## src/include/chip8_consts.svh

```systemverilog
`ifndef CHIP8_CONSTS_SVH
`define CHIP8_CONSTS_SVH

`define CHIP8_ADDR_W       12
`define CHIP8_DATA_W       8
`define CHIP8_INSTR_W      16
`define CHIP8_I_W          16
`define CHIP8_ALU_OP_W     4
`define CHIP8_APB_ADDR_W   16
`define CHIP8_APB_DATA_W   32
`define CHIP8_VREG_N       16
`define CHIP8_STACK_DEPTH  16
`define CHIP8_RESET_PC     12'h200

// top nibble of each instruction
`define CHIP8_OP_SYS       4'h0
`define CHIP8_OP_JP        4'h1
`define CHIP8_OP_CALL      4'h2
`define CHIP8_OP_SE_BYTE   4'h3
`define CHIP8_OP_SNE_BYTE  4'h4
`define CHIP8_OP_SE_REG    4'h5
`define CHIP8_OP_LD_BYTE   4'h6
`define CHIP8_OP_ADD_BYTE  4'h7
`define CHIP8_OP_ALU       4'h8
`define CHIP8_OP_SNE_REG   4'h9
`define CHIP8_OP_LD_I      4'hA
`define CHIP8_OP_JP_V0     4'hB
`define CHIP8_OP_MISC      4'hF
`define CHIP8_OP_RET       12'h0EE
`define CHIP8_FX_ADD_I     8'h1E

`define CHIP8_ALU_LD       4'h0
`define CHIP8_ALU_OR       4'h1
`define CHIP8_ALU_AND      4'h2
`define CHIP8_ALU_XOR      4'h3
`define CHIP8_ALU_ADD      4'h4
`define CHIP8_ALU_SUB      4'h5
`define CHIP8_ALU_SHR      4'h6
`define CHIP8_ALU_SUBN     4'h7
`define CHIP8_ALU_SHL      4'hE

`define CHIP8_REG_CTRL     16'h1000
`define CHIP8_REG_STATUS   16'h1004
`define CHIP8_REG_V_BASE   16'h1100
`define CHIP8_REG_I        16'h1140

`endif

```

## src/hdl/chip8_pkg.sv

```systemverilog
`include "chip8_consts.svh"

package chip8_pkg;

   typedef logic [`CHIP8_ADDR_W-1:0]          mem_addr_t;
   typedef logic [`CHIP8_DATA_W-1:0]          byte_t;
   typedef logic [$clog2(`CHIP8_VREG_N)-1:0]  vreg_idx_t;
   typedef logic [`CHIP8_I_W-1:0]             i_reg_t;
   typedef logic [`CHIP8_INSTR_W-1:0]         instr_t;
   typedef logic [`CHIP8_ALU_OP_W-1:0]        alu_op_t;
   typedef logic [`CHIP8_APB_ADDR_W-1:0]      apb_addr_t;
   typedef logic [`CHIP8_APB_DATA_W-1:0]      apb_data_t;

   typedef enum logic [2:0]
   {
      IDLE,
      FETCH_HI,
      FETCH_LO,
      EXEC,
      WRITE_FLAG,    // second cycle of the 8xy ops that set VF
      HALTED
   } seq_state_t;

endpackage

```

## src/hdl/chip8_regfile.sv

```systemverilog
`timescale 1ns/1ps
`include "chip8_consts.svh"

module chip8_regfile
   import chip8_pkg::*;
(
   input  logic      clk,
   input  logic      rst_n_i,
   input  vreg_idx_t vx_idx_i,
   input  vreg_idx_t vy_idx_i,
   input  logic      v_we_i,
   input  vreg_idx_t v_widx_i,
   input  byte_t     v_wdata_i,
   input  logic      i_we_i,
   input  i_reg_t    i_wdata_i,
   input  vreg_idx_t host_vidx_i,
   output byte_t     vx_o,
   output byte_t     vy_o,
   output byte_t     v0_o,
   output i_reg_t    i_value_o,
   output byte_t     host_vdata_o
);

   byte_t  v_q [0:`CHIP8_VREG_N-1];
   i_reg_t i_q;

   always_ff @(posedge clk or negedge rst_n_i)
   begin
      if (!rst_n_i)
      begin
         for (int n = 0; n < `CHIP8_VREG_N; n++)
            v_q[n] <= '0;
         i_q <= '0;
      end
      else
      begin
         if (v_we_i)
            v_q[v_widx_i] <= v_wdata_i;
         if (i_we_i)
            i_q <= i_wdata_i;
      end
   end

   assign vx_o = v_q[vx_idx_i];
   assign vy_o = v_q[vy_idx_i];
   assign v0_o = v_q[0];    // Bnnn offset
   assign i_value_o = i_q;
   assign host_vdata_o = v_q[host_vidx_i];

endmodule

```

## config.mk

```make
export PLATFORM = sky130hd
export DESIGN_NAME = chip8_regfile
export DESIGN_NICKNAME = d
export VERILOG_FILES = /design/src/hdl/chip8_pkg.sv /design/src/hdl/chip8_regfile.sv
export VERILOG_INCLUDE_DIRS = /design/src /design/src/include
export SDC_FILE = /design/constraint.sdc
export NUM_CORES = 1
export LEC_CHECK = 0
export BUFFER_PORTS_ARGS = -buffer_cell sky130_fd_sc_hd__buf_2
export CORE_UTILIZATION = 50
export CTS_BUF_LIST = sky130_fd_sc_hd__clkbuf_2
export DETAILED_ROUTE_END_ITERATION = 8
export GPL_ROUTABILITY_DRIVEN = 0
export PLACE_DENSITY = 0.72
export SYNTH_ARGS = -nofsm -noshare
export SYNTH_HDL_FRONTEND = slang
export SYNTH_SLANG_ARGS = --single-unit
```

## constraint.sdc

```tcl
create_clock -name clk -period 2 [get_ports clk]
set_input_delay 0.4 -clock clk [delete_from_list [all_inputs] [get_ports clk]]
set_output_delay 0.4 -clock clk [all_outputs]
set_load 0.05 [all_outputs]
```

==> results of run 1 <==
[worst max-delay path, stage by stage, from the launching register on]
cell and delay [ns]:
dfrtp_1 0.47, mux4_2 0.48, a22oi_2 0.29, nand2_4 0.09
buf_6 0.16
[repair_timing]
action | 4_1_cts | 5_1_grt
hold endpoints to repair | 149 | 0
pin swaps | 31 | 6
gates resized for setup | 59 | 24
buffers inserted | 5 | 1
endpoints found under the setup margin | 24 | 30
hold buffers | 17 | 0
[per-stage QoR]
step                      setup WS [ns]  power [uW]
after detailed placement         -0.468        7720
after CTS                        -0.646        9610
after global placement           -0.428        7550
after floorplan                 0.00160        6810
after global routing             -0.760       10200
final                            -0.651        9680
[final timing paths]
kind	start	end	slack [ns]	cells after the start
worst max register to register	v0_o[6]	v0_o[6]	0.94	3
max in group asynchronous	rst_n_i	v_q[74]	1.23	3
worst max-delay path	v0_o[4]	vx_o[4]	-0.65	4
worst min-delay path	v_wdata_i[3]	v_q[59]	0.09	2
worst min register to register	i_value_o[14]	i_value_o[14]	0.53	1
min in group asynchronous	rst_n_i	v0_o[2]	0.12	2
[routing by layer]
| layer | part of all wire, % | vias up | GRT usage [%] |
|---|---|---|---|
| met3 | 6.2 | 54 | 5.99 |
| met5 | 0 | - | 0 |
| met2 | 52 | 256 | 49.5 |
| li1 | - | 2416 | - |
| met4 | 2.4 | 0 | 13.3 |
| met1 | 40 | 3082 | 38.7 |
[where the power goes]
group	switching [uW]	internal [uW]
Combinational	1880	2020
Clock	1150	477
Sequential	611	3540
Total	3640	6040
[logic make-up after synthesis]
family | Yosys count | synth area share (%)
muxes | 240 | 45.5
and+or+nand+nor | 60 | 3.73
AOI/OAI and AO/OA | 48 | 4.34
buffers and inverters | 54 | 3.06
DFF | 144 | 43.4
[cell type report]
type	instances	area [um2]
diodes	1	2.50
well taps	216	270
multi-input cells	348	4850
clock buffers	18	90.1
flip-flops and latches	144	3600
fillers	1176	5640
repair buffers	166	1470
clock inverters	14	129
[synth_stat cells (all sizes together)]
cell type	count	area share [%]
nand2b	2	0.15
dfrtp	144	43
nand2	26	1.2
nand3b	4	0.36
and2	3	0.23
mux2	144	20
a22oi	48	4.3
clkbuf	23	1.0
or3	3	0.23
nor3b	1	0.15
buf	31	2.0
mux4	96	26
nor2b	7	0.53
nand3	1	0.060
nor2	13	0.86
[registers in the layout, indices dropped and copies added, names as in the netlist]
register   flops
v_q          120
i_value_o     16
v0_o           8
==> impl_summary.txt, run 1 <==
----------------------------------------------------
[Outcome]
  Result of the run ... finished with violations
  Violations in the final reports ... setup timing

[Floorplanning]
  Starting density of the core ... 51.8%
  Height of the die ... 131 um
  Die width ... 131 um
  Floorplan Core Area ... 16100 um2
  Overall die area ... 17100 um2
  Num ports ... 92
  Placement Rows ... 46

[Drt]
  Wirelength, routed ... 23200 um
  Initial DRT Pass Iterations ... 5
  Total via count after detailed routing ... 5808
  Final antenna-violating net count ... 0
  Post-route DRC ... 0
  Via-per-instance ratio ... 6.40
  Starting DRC count in detailed routing ... 475
  DR WL/cell ... 25.6 um

[Min path]
  Worst min-delay path category ... in2reg

[STA]
  Final critical-path required period ... 2.65 ns
  Unrepaired setup endpoints after global routing ... true
  Final-report max-slew violation count ... 0
  Relative slew slack ... 18.5%
  Max Clock Skew ... 0 ns
  Worst hold slack ... 0.0889 ns
  Total negative setup slack ... -13.98 ns
  Setup slack of the critical path after layout ... -0.651 ns
  Maximum clock frequency ... 377 MHz
  Total setup violations reported at the end of the flow ... 25
  Total count of hold-check failures in the final report ... 0
  Final worst-path cycle share ... 133%
  Least-Margin Pin Slew ... 1.22 ns

[Placement]
  Placement Cell Area ... 9720 um2
  Final HPWL DP ... 15900 um
  Number of buffer cells added on primary ports ... 91
  Placed Cells ... 851

[GRT]
  GR Overflow Total ... 0
  Vias in the first global route ... 6423
  First-pass GRT wire length ... 36400 um
  Combined global-route utilization of all metal layers ... 30.0%
  Number of antenna violations at the first check in global routing ... 1
  Largest net degree at the start of global routing ... 54

[Finish]
  Layout cell share with drive strength beyond 1 ... 69.0%
  Top library cells by usage in the layout, fill and taps aside ... dfrtp_1, mux2_2, mux4_2
  Number of nets at the end of the flow ... 721
  Area growth syn-to-layout ... 25.4%
  Fin cells ... 907
  Post-route cell area ... 10400 um2
  Most common library cell in the layout ignoring fill and taps ... dfrtp_1
  Core Util, Final ... 64.9%

[Clocking]
  Root buffer selected by CTS ... clkbuf_2
  Number of buffers between clock root and the deepest sink ... 2
  TritonCTS clock tree ... yes
  Level count of the clock H-tree ... 4
  Clock transition at the register clock pins on the worst setup and hold paths after CTS ... 0.23 ns
  Clk sink count ... 144
  Number of buffers inserted during clock tree synthesis ... 17
  Worst-skew pair later-pin latency ... 0.75 ns

[Pwr]
  Leakage ... 0.00428 uW
  Ratio of total power to cell area ... 929 nW/um2
  Worst voltage drop across the vdd grid ... 0.595 mV

[Flow run]
  Max-capacitance violation count ... 0

[Synth]
  Mean instance size in the synthesized netlist ... 15.2 um2
  Number of storage elements in the synthesis netlist ... 144
  Register area share after synthesis ... 43.4%
  Post-synthesis instance area ... 8310 um2
  Number of distinct library cell variants in the gate-level netlist after synthesis ... 19
  Net count of the mapped netlist ... 590
  Synth Warn # ... 0
  Gate count after technology mapping ... 546

[Setup path]
  Biggest fanout along the worst timing path ... 4
  Data required time of the worst path ... 1.60 ns
  Worst setup path class ... reg2out
  Crit path arrival time ... 2.25 ns
  Endpoint kind of the worst setup timing path ... output pin
  Startpoint kind of the worst setup timing path ... flip-flop

----------------------------------------------------
No activity file was read; power rests on OpenSTA's default activity.
==> run 2, diff against run 1 <==
- BUFFER_PORTS_ARGS: -buffer_cell sky130_fd_sc_hd__buf_2 -> -buffer_cell sky130_fd_sc_hd__buf_4
==> impl_summary.txt, run 2 (synthesis gave the netlist of run 1 again) <==
----------------------------------------------------
[Outcome]
  Result of the run ... finished with violations
  Violations in the final reports ... setup timing

[Drt]
  DR WL/cell ... 25.0 um
  Final antenna-violating net count ... 0
  Starting DRC count in detailed routing ... 472
  Initial DRT Pass Iterations ... 5
  Via-per-instance ratio ... 6.36
  Post-route DRC ... 0
  Wirelength, routed ... 23300 um
  Total via count after detailed routing ... 5936

[Floorplanning]
  Floorplan Core Area ... 16100 um2
  Placement Rows ... 46
  Overall die area ... 17100 um2
  Starting density of the core ... 51.8%
  Height of the die ... 131 um
  Num ports ... 92
  Die width ... 131 um

[Min path]
  Worst min-delay path category ... in2async

[Clocking]
  TritonCTS clock tree ... yes
  Number of buffers inserted during clock tree synthesis ... 17
  Worst-skew pair later-pin latency ... 0.78 ns
  Clk sink count ... 144
  Root buffer selected by CTS ... clkbuf_2
  Level count of the clock H-tree ... 4
  Clock transition at the register clock pins on the worst setup and hold paths after CTS ... 0.27 ns
  Number of buffers between clock root and the deepest sink ... 2

[Finish]
  Layout cell share with drive strength beyond 1 ... 66.9%
  Core Util, Final ... 68.0%
  Most common library cell in the layout ignoring fill and taps ... dfrtp_1
  Count of inserted antenna diode cells ... 0
  Max reg flops ... 120
  Post-route cell area ... 10900 um2
  Largest register by flop count ... v_q
  Number of nets at the end of the flow ... 748
  Area growth syn-to-layout ... 31.4%
  Top library cells by usage in the layout, fill and taps aside ... dfrtp_1, mux2_2, buf_4

[STA]
  Relative slew slack ... 12.0%
  Total count of hold-check failures in the final report ... 0
  Final-report max-slew violation count ... 0
  Max Clock Skew ... 0 ns
  Setup slack of the critical path after layout ... -0.675 ns
  Unrepaired setup endpoints after global routing ... true
  Final critical-path required period ... 2.68 ns
  Least-Margin Pin Slew ... 1.32 ns
  Maximum clock frequency ... 374 MHz
  Total setup violations reported at the end of the flow ... 24
  Final worst-path cycle share ... 134%

[GRT]
  GR Overflow Total ... 0
  Combined global-route utilization of all metal layers ... 29.8%
  Number of antenna violations at the first check in global routing ... 0
  First-pass GRT wire length ... 36200 um
  Largest net degree at the start of global routing ... 103
  Vias in the first global route ... 6306

[Pwr]
  Ratio of total power to cell area ... 918 nW/um2
  Leakage ... 0.00448 uW
  Worst voltage drop across the vdd grid ... 0.578 mV

[Setup path]
  Startpoint kind of the worst setup timing path ... flip-flop
  Data required time of the worst path ... 1.60 ns
  Worst setup path class ... reg2out
  Crit path arrival time ... 2.28 ns
  Biggest fanout along the worst timing path ... 4
  Endpoint kind of the worst setup timing path ... output pin

[Placement]
  Setup slack after placement ... -0.429 ns
  Final HPWL DP ... 16400 um
  Number of buffer cells added on primary ports ... 91
  Placement Cell Area ... 10000 um2

[Flow run]
  Max-capacitance violation count ... 0

----------------------------------------------------
==> run 2: power breakdown <==
| part | internal [uW] | total [uW] | switching (uW) |
|---|---|---|---|
| sequential | 3540 | 4170 | 623 |
| combinational | 2150 | 4050 | 1900 |
| clock | 520 | 1800 | 1280 |
==> run 2: worst paths after layout <==
kind                                from             to  slack (ns)  depth (start not counted)
setup reg to reg           i_value_o[11]  i_value_o[11]        0.66                          2
setup / recovery                 v0_o[6]        vy_o[6]       -0.68                          4
hold reg to reg             i_value_o[4]   i_value_o[4]        0.57                          1
min in group clk             v_widx_i[3]        v0_o[6]        0.22                          5
hold / removal                   rst_n_i       v_q[107]        0.20                          3
max in group asynchronous        rst_n_i        v_q[98]        1.13                          3
==> run 2: critical path, stage by stage (launching register included) <==
cell and delay [ns]:
dfrtp_1 0.49, mux4_2 0.52, a22oi_2 0.22, nand2_2 0.11, buf_6 0.17
==> run 2: final cells by class <==
| type | instances | area, um2 |
|---|---|---|
| Tap cell | 216 | 270 |
| Fill cell | 1113 | 5140 |
| Clock inverter | 15 | 164 |
| Multi-Input combinational cell | 348 | 4850 |
| Sequential cell | 144 | 3600 |
| Timing Repair Buffer | 193 | 1950 |
| Clock buffer | 17 | 85.1 |
==> run 2: repair_timing <==
item | in CTS | in global routing
hold buffers | 39 | 1
endpoints found under the setup margin | 26 | 30
hold endpoints to repair | 288 | 3
gates resized for setup | 42 | 10
setup buffers | 6 | 1
cloned | 0 | 0
pin swaps | 31 | 9
==> run 2: metrics by stage <==
step	power (uW)	cells	hold slack (ns)	setup TNS (ns)
after detailed placement	7920	856	0.208	-7.90
after CTS	10000	932	0.0000893	-16.35
after global routing	10500	933	0.129	-18.16
final	10000	933	0.202	-15.02
after floorplan	6810	546	0.104	0
after global placement	7760	856	0.208	-7.28
==> run 2: routing by layer <==
layer	track usage [%]	share of wire (%)	up-vias
li1	-	-	2468
met5	0	0	-
met2	50.1	52	285
met3	6.96	6.9	42
met4	9.74	1.8	0
met1	38.5	39	3141
==> run 3, diff against run 2 <==
==> constraint.sdc (replaced) <==
create_clock -name clk -period 2 [get_ports clk]
set_input_delay 0.2 -clock clk [delete_from_list [all_inputs] [get_ports clk]]
set_output_delay 0.2 -clock clk [all_outputs]
set_load 0.05 [all_outputs]
==> impl_summary.txt, run 3 (synthesis gave the netlist of run 1 again) <==
----------------------------------------------------
[GRT]
  GR Overflow Total ... 0
  GR Util met2 ... 45.9%
  Met3 track utilization from global routing ... 6.03%
  First-pass GRT wire length ... 35200 um
  Layer with the highest usage after global routing ... met2
  Global-route met1 utilization ... 39.8%
  Combined global-route utilization of all metal layers ... 28.8%
  Vias in the first global route ... 6176
  Largest net degree at the start of global routing ... 56
  Number of antenna violations at the first check in global routing ... 1

[STA]
  Final-report max-slew violation count ... 0
  Max Clock Skew ... 0 ns
  Final critical-path required period ... 2.41 ns
  Worst hold slack ... 0.0686 ns
  Relative slew slack ... 12.8%
  Least-Margin Pin Slew ... 1.31 ns
  Setup slack of the critical path after layout ... -0.408 ns
  Total setup violations reported at the end of the flow ... 24
  Total negative setup slack ... -8.61 ns
  Final worst-path cycle share ... 120%
  Unrepaired setup endpoints after global routing ... true
  Total count of hold-check failures in the final report ... 0
  Maximum clock frequency ... 415 MHz

[Setup path]
  Startpoint kind of the worst setup timing path ... flip-flop
  Endpoint kind of the worst setup timing path ... output pin
  Launching point of the worst reg2reg path ... i_value_o[4]
  Crit path arrival time ... 2.21 ns
  Data required time of the worst path ... 1.80 ns
  Worst setup path class ... reg2out
  Biggest fanout along the worst timing path ... 4
  Worst Setup SP ... v_q[99]

[Outcome]
  Violations in the final reports ... setup timing
  Result of the run ... finished with violations

[Flow run]
  Max-capacitance violation count ... 0

[Min path]
  Worst min-delay path category ... in2reg
  Hold path startpoint ... v_widx_i[0]

[Clocking]
  TritonCTS clock tree ... yes
  Number of buffers between clock root and the deepest sink ... 2
  Root buffer selected by CTS ... clkbuf_2
  Clk sink count ... 144
  Worst-skew pair later-pin latency ... 0.74 ns
  Number of buffers inserted during clock tree synthesis ... 17
  Level count of the clock H-tree ... 4
  Clock transition at the register clock pins on the worst setup and hold paths after CTS ... 0.24 ns

[Finish]
  Area growth syn-to-layout ... 25.3%
  Number of nets at the end of the flow ... 729
  Largest register by flop count ... v_q
  Max reg flops ... 120
  Top library cells by usage in the layout, fill and taps aside ... dfrtp_1, mux2_2, mux4_2, buf_4, dlygate4sd3_1
  Core Util, Final ... 64.9%
  Layout cell share with drive strength beyond 1 ... 63.2%
  Post-route cell area ... 10400 um2
  Most common library cell in the layout ignoring fill and taps ... dfrtp_1

[Drt]
  Initial DRT Pass Iterations ... 5
  DR WL/cell ... 24.5 um
  Final antenna-violating net count ... 0
  Wirelength, routed ... 22400 um
  Post-route DRC ... 0
  Total via count after detailed routing ... 5938
  Starting DRC count in detailed routing ... 544
  Via-per-instance ratio ... 6.49

[Floorplanning]
  Height of the die ... 131 um
  Num ports ... 92
  Starting density of the core ... 51.8%
  Overall die area ... 17100 um2
  Floorplan Core Area ... 16100 um2
  Placement Rows ... 46
  Die width ... 131 um

[Pwr]
  Ratio of total power to cell area ... 910 nW/um2
  Leakage ... 0.00429 uW
  Worst voltage drop across the vdd grid ... 0.630 mV

[Placement]
  Number of buffer cells added on primary ports ... 91
  Final HPWL DP ... 15000 um
  Placement Cell Area ... 9370 um2

----------------------------------------------------
==> run 3: cell count changes in the layout (fill, tap and decap cells not counted), moves of 4 or more <==
cell / before / now
nand2_4: 21 / 0
nand2_1: 2 / 15
buf_8: 10 / 0
nand2_2: 3 / 11
buf_12: 18 / 11
a22oi_1: 2 / 7
a22oi_2: 46 / 41
inv_8: 6 / 1
inv_6: 4 / 8
==> run 3: power breakdown <==
part / leakage, uW / switching (uW) / internal [uW]
clock: 0.000127 / 1200 / 364
combinational: 0.00241 / 1760 / 1990
sequential: 0.00176 / 623 / 3540
total: 0.00429 / 3590 / 5890
==> run 3: layer usage <==
layer | routed length [um] | share of wire, %
met1 | 8970 | 40
met2 | 11000 | 49
met3 | 1830 | 8.2
met4 | 592 | 2.6
met5 | 0 | 0
==> run 3: through the flow <==
stage / total power [uW] / worst slack [ns] / cells
6_report: 9480 / -0.408 / 915
5_1_grt: 9930 / -0.528 / 915
4_1_cts: 9400 / -0.436 / 911
3_5_place_dp: 7510 / 0.0369 / 829
3_3_place_gp: 7370 / 0.0599 / 829
2_1_floorplan: 6510 / 0.154 / 546
==> run 3: path summary, 6_finish.rpt <==
| path | to | slack (ns) | cells after the start |
|---|---|---|---|
| min in group asynchronous | v_q[1] | 0.54 | 4 |
| setup reg to reg | i_value_o[4] | 0.66 | 2 |
| setup / recovery | vx_o[3] | -0.41 | 4 |
| hold / removal | v_q[116] | 0.07 | 4 |
| max in group asynchronous | v0_o[0] | 1.17 | 4 |
| hold reg to reg | v_q[29] | 0.57 | 1 |
==> run 3: critical path, stage by stage (launching register included) <==
cell and delay, ns:
dfrtp_1 0.47, mux4_2 0.50, a22oi_2 0.21, nand2_2 0.12, buf_6 0.17
==> run 3: area by class of cell <==
cell class	instances	area, um2
clock buffer	17	85.1
tap	216	270
timing repair buffer	174	1640
multi-input combinational	348	4690
sequential	144	3600
fill	1172	5640
antenna	1	2.50
clock inverter	15	123
==> run 3: repair_timing <==
action	CTS	global route
endpoints found under the hold margin	288	0
gates resized for setup	61	16
setup buffers	7	3
setup endpoints to repair	24	24
hold buffers	43	0
pin swaps	36	16
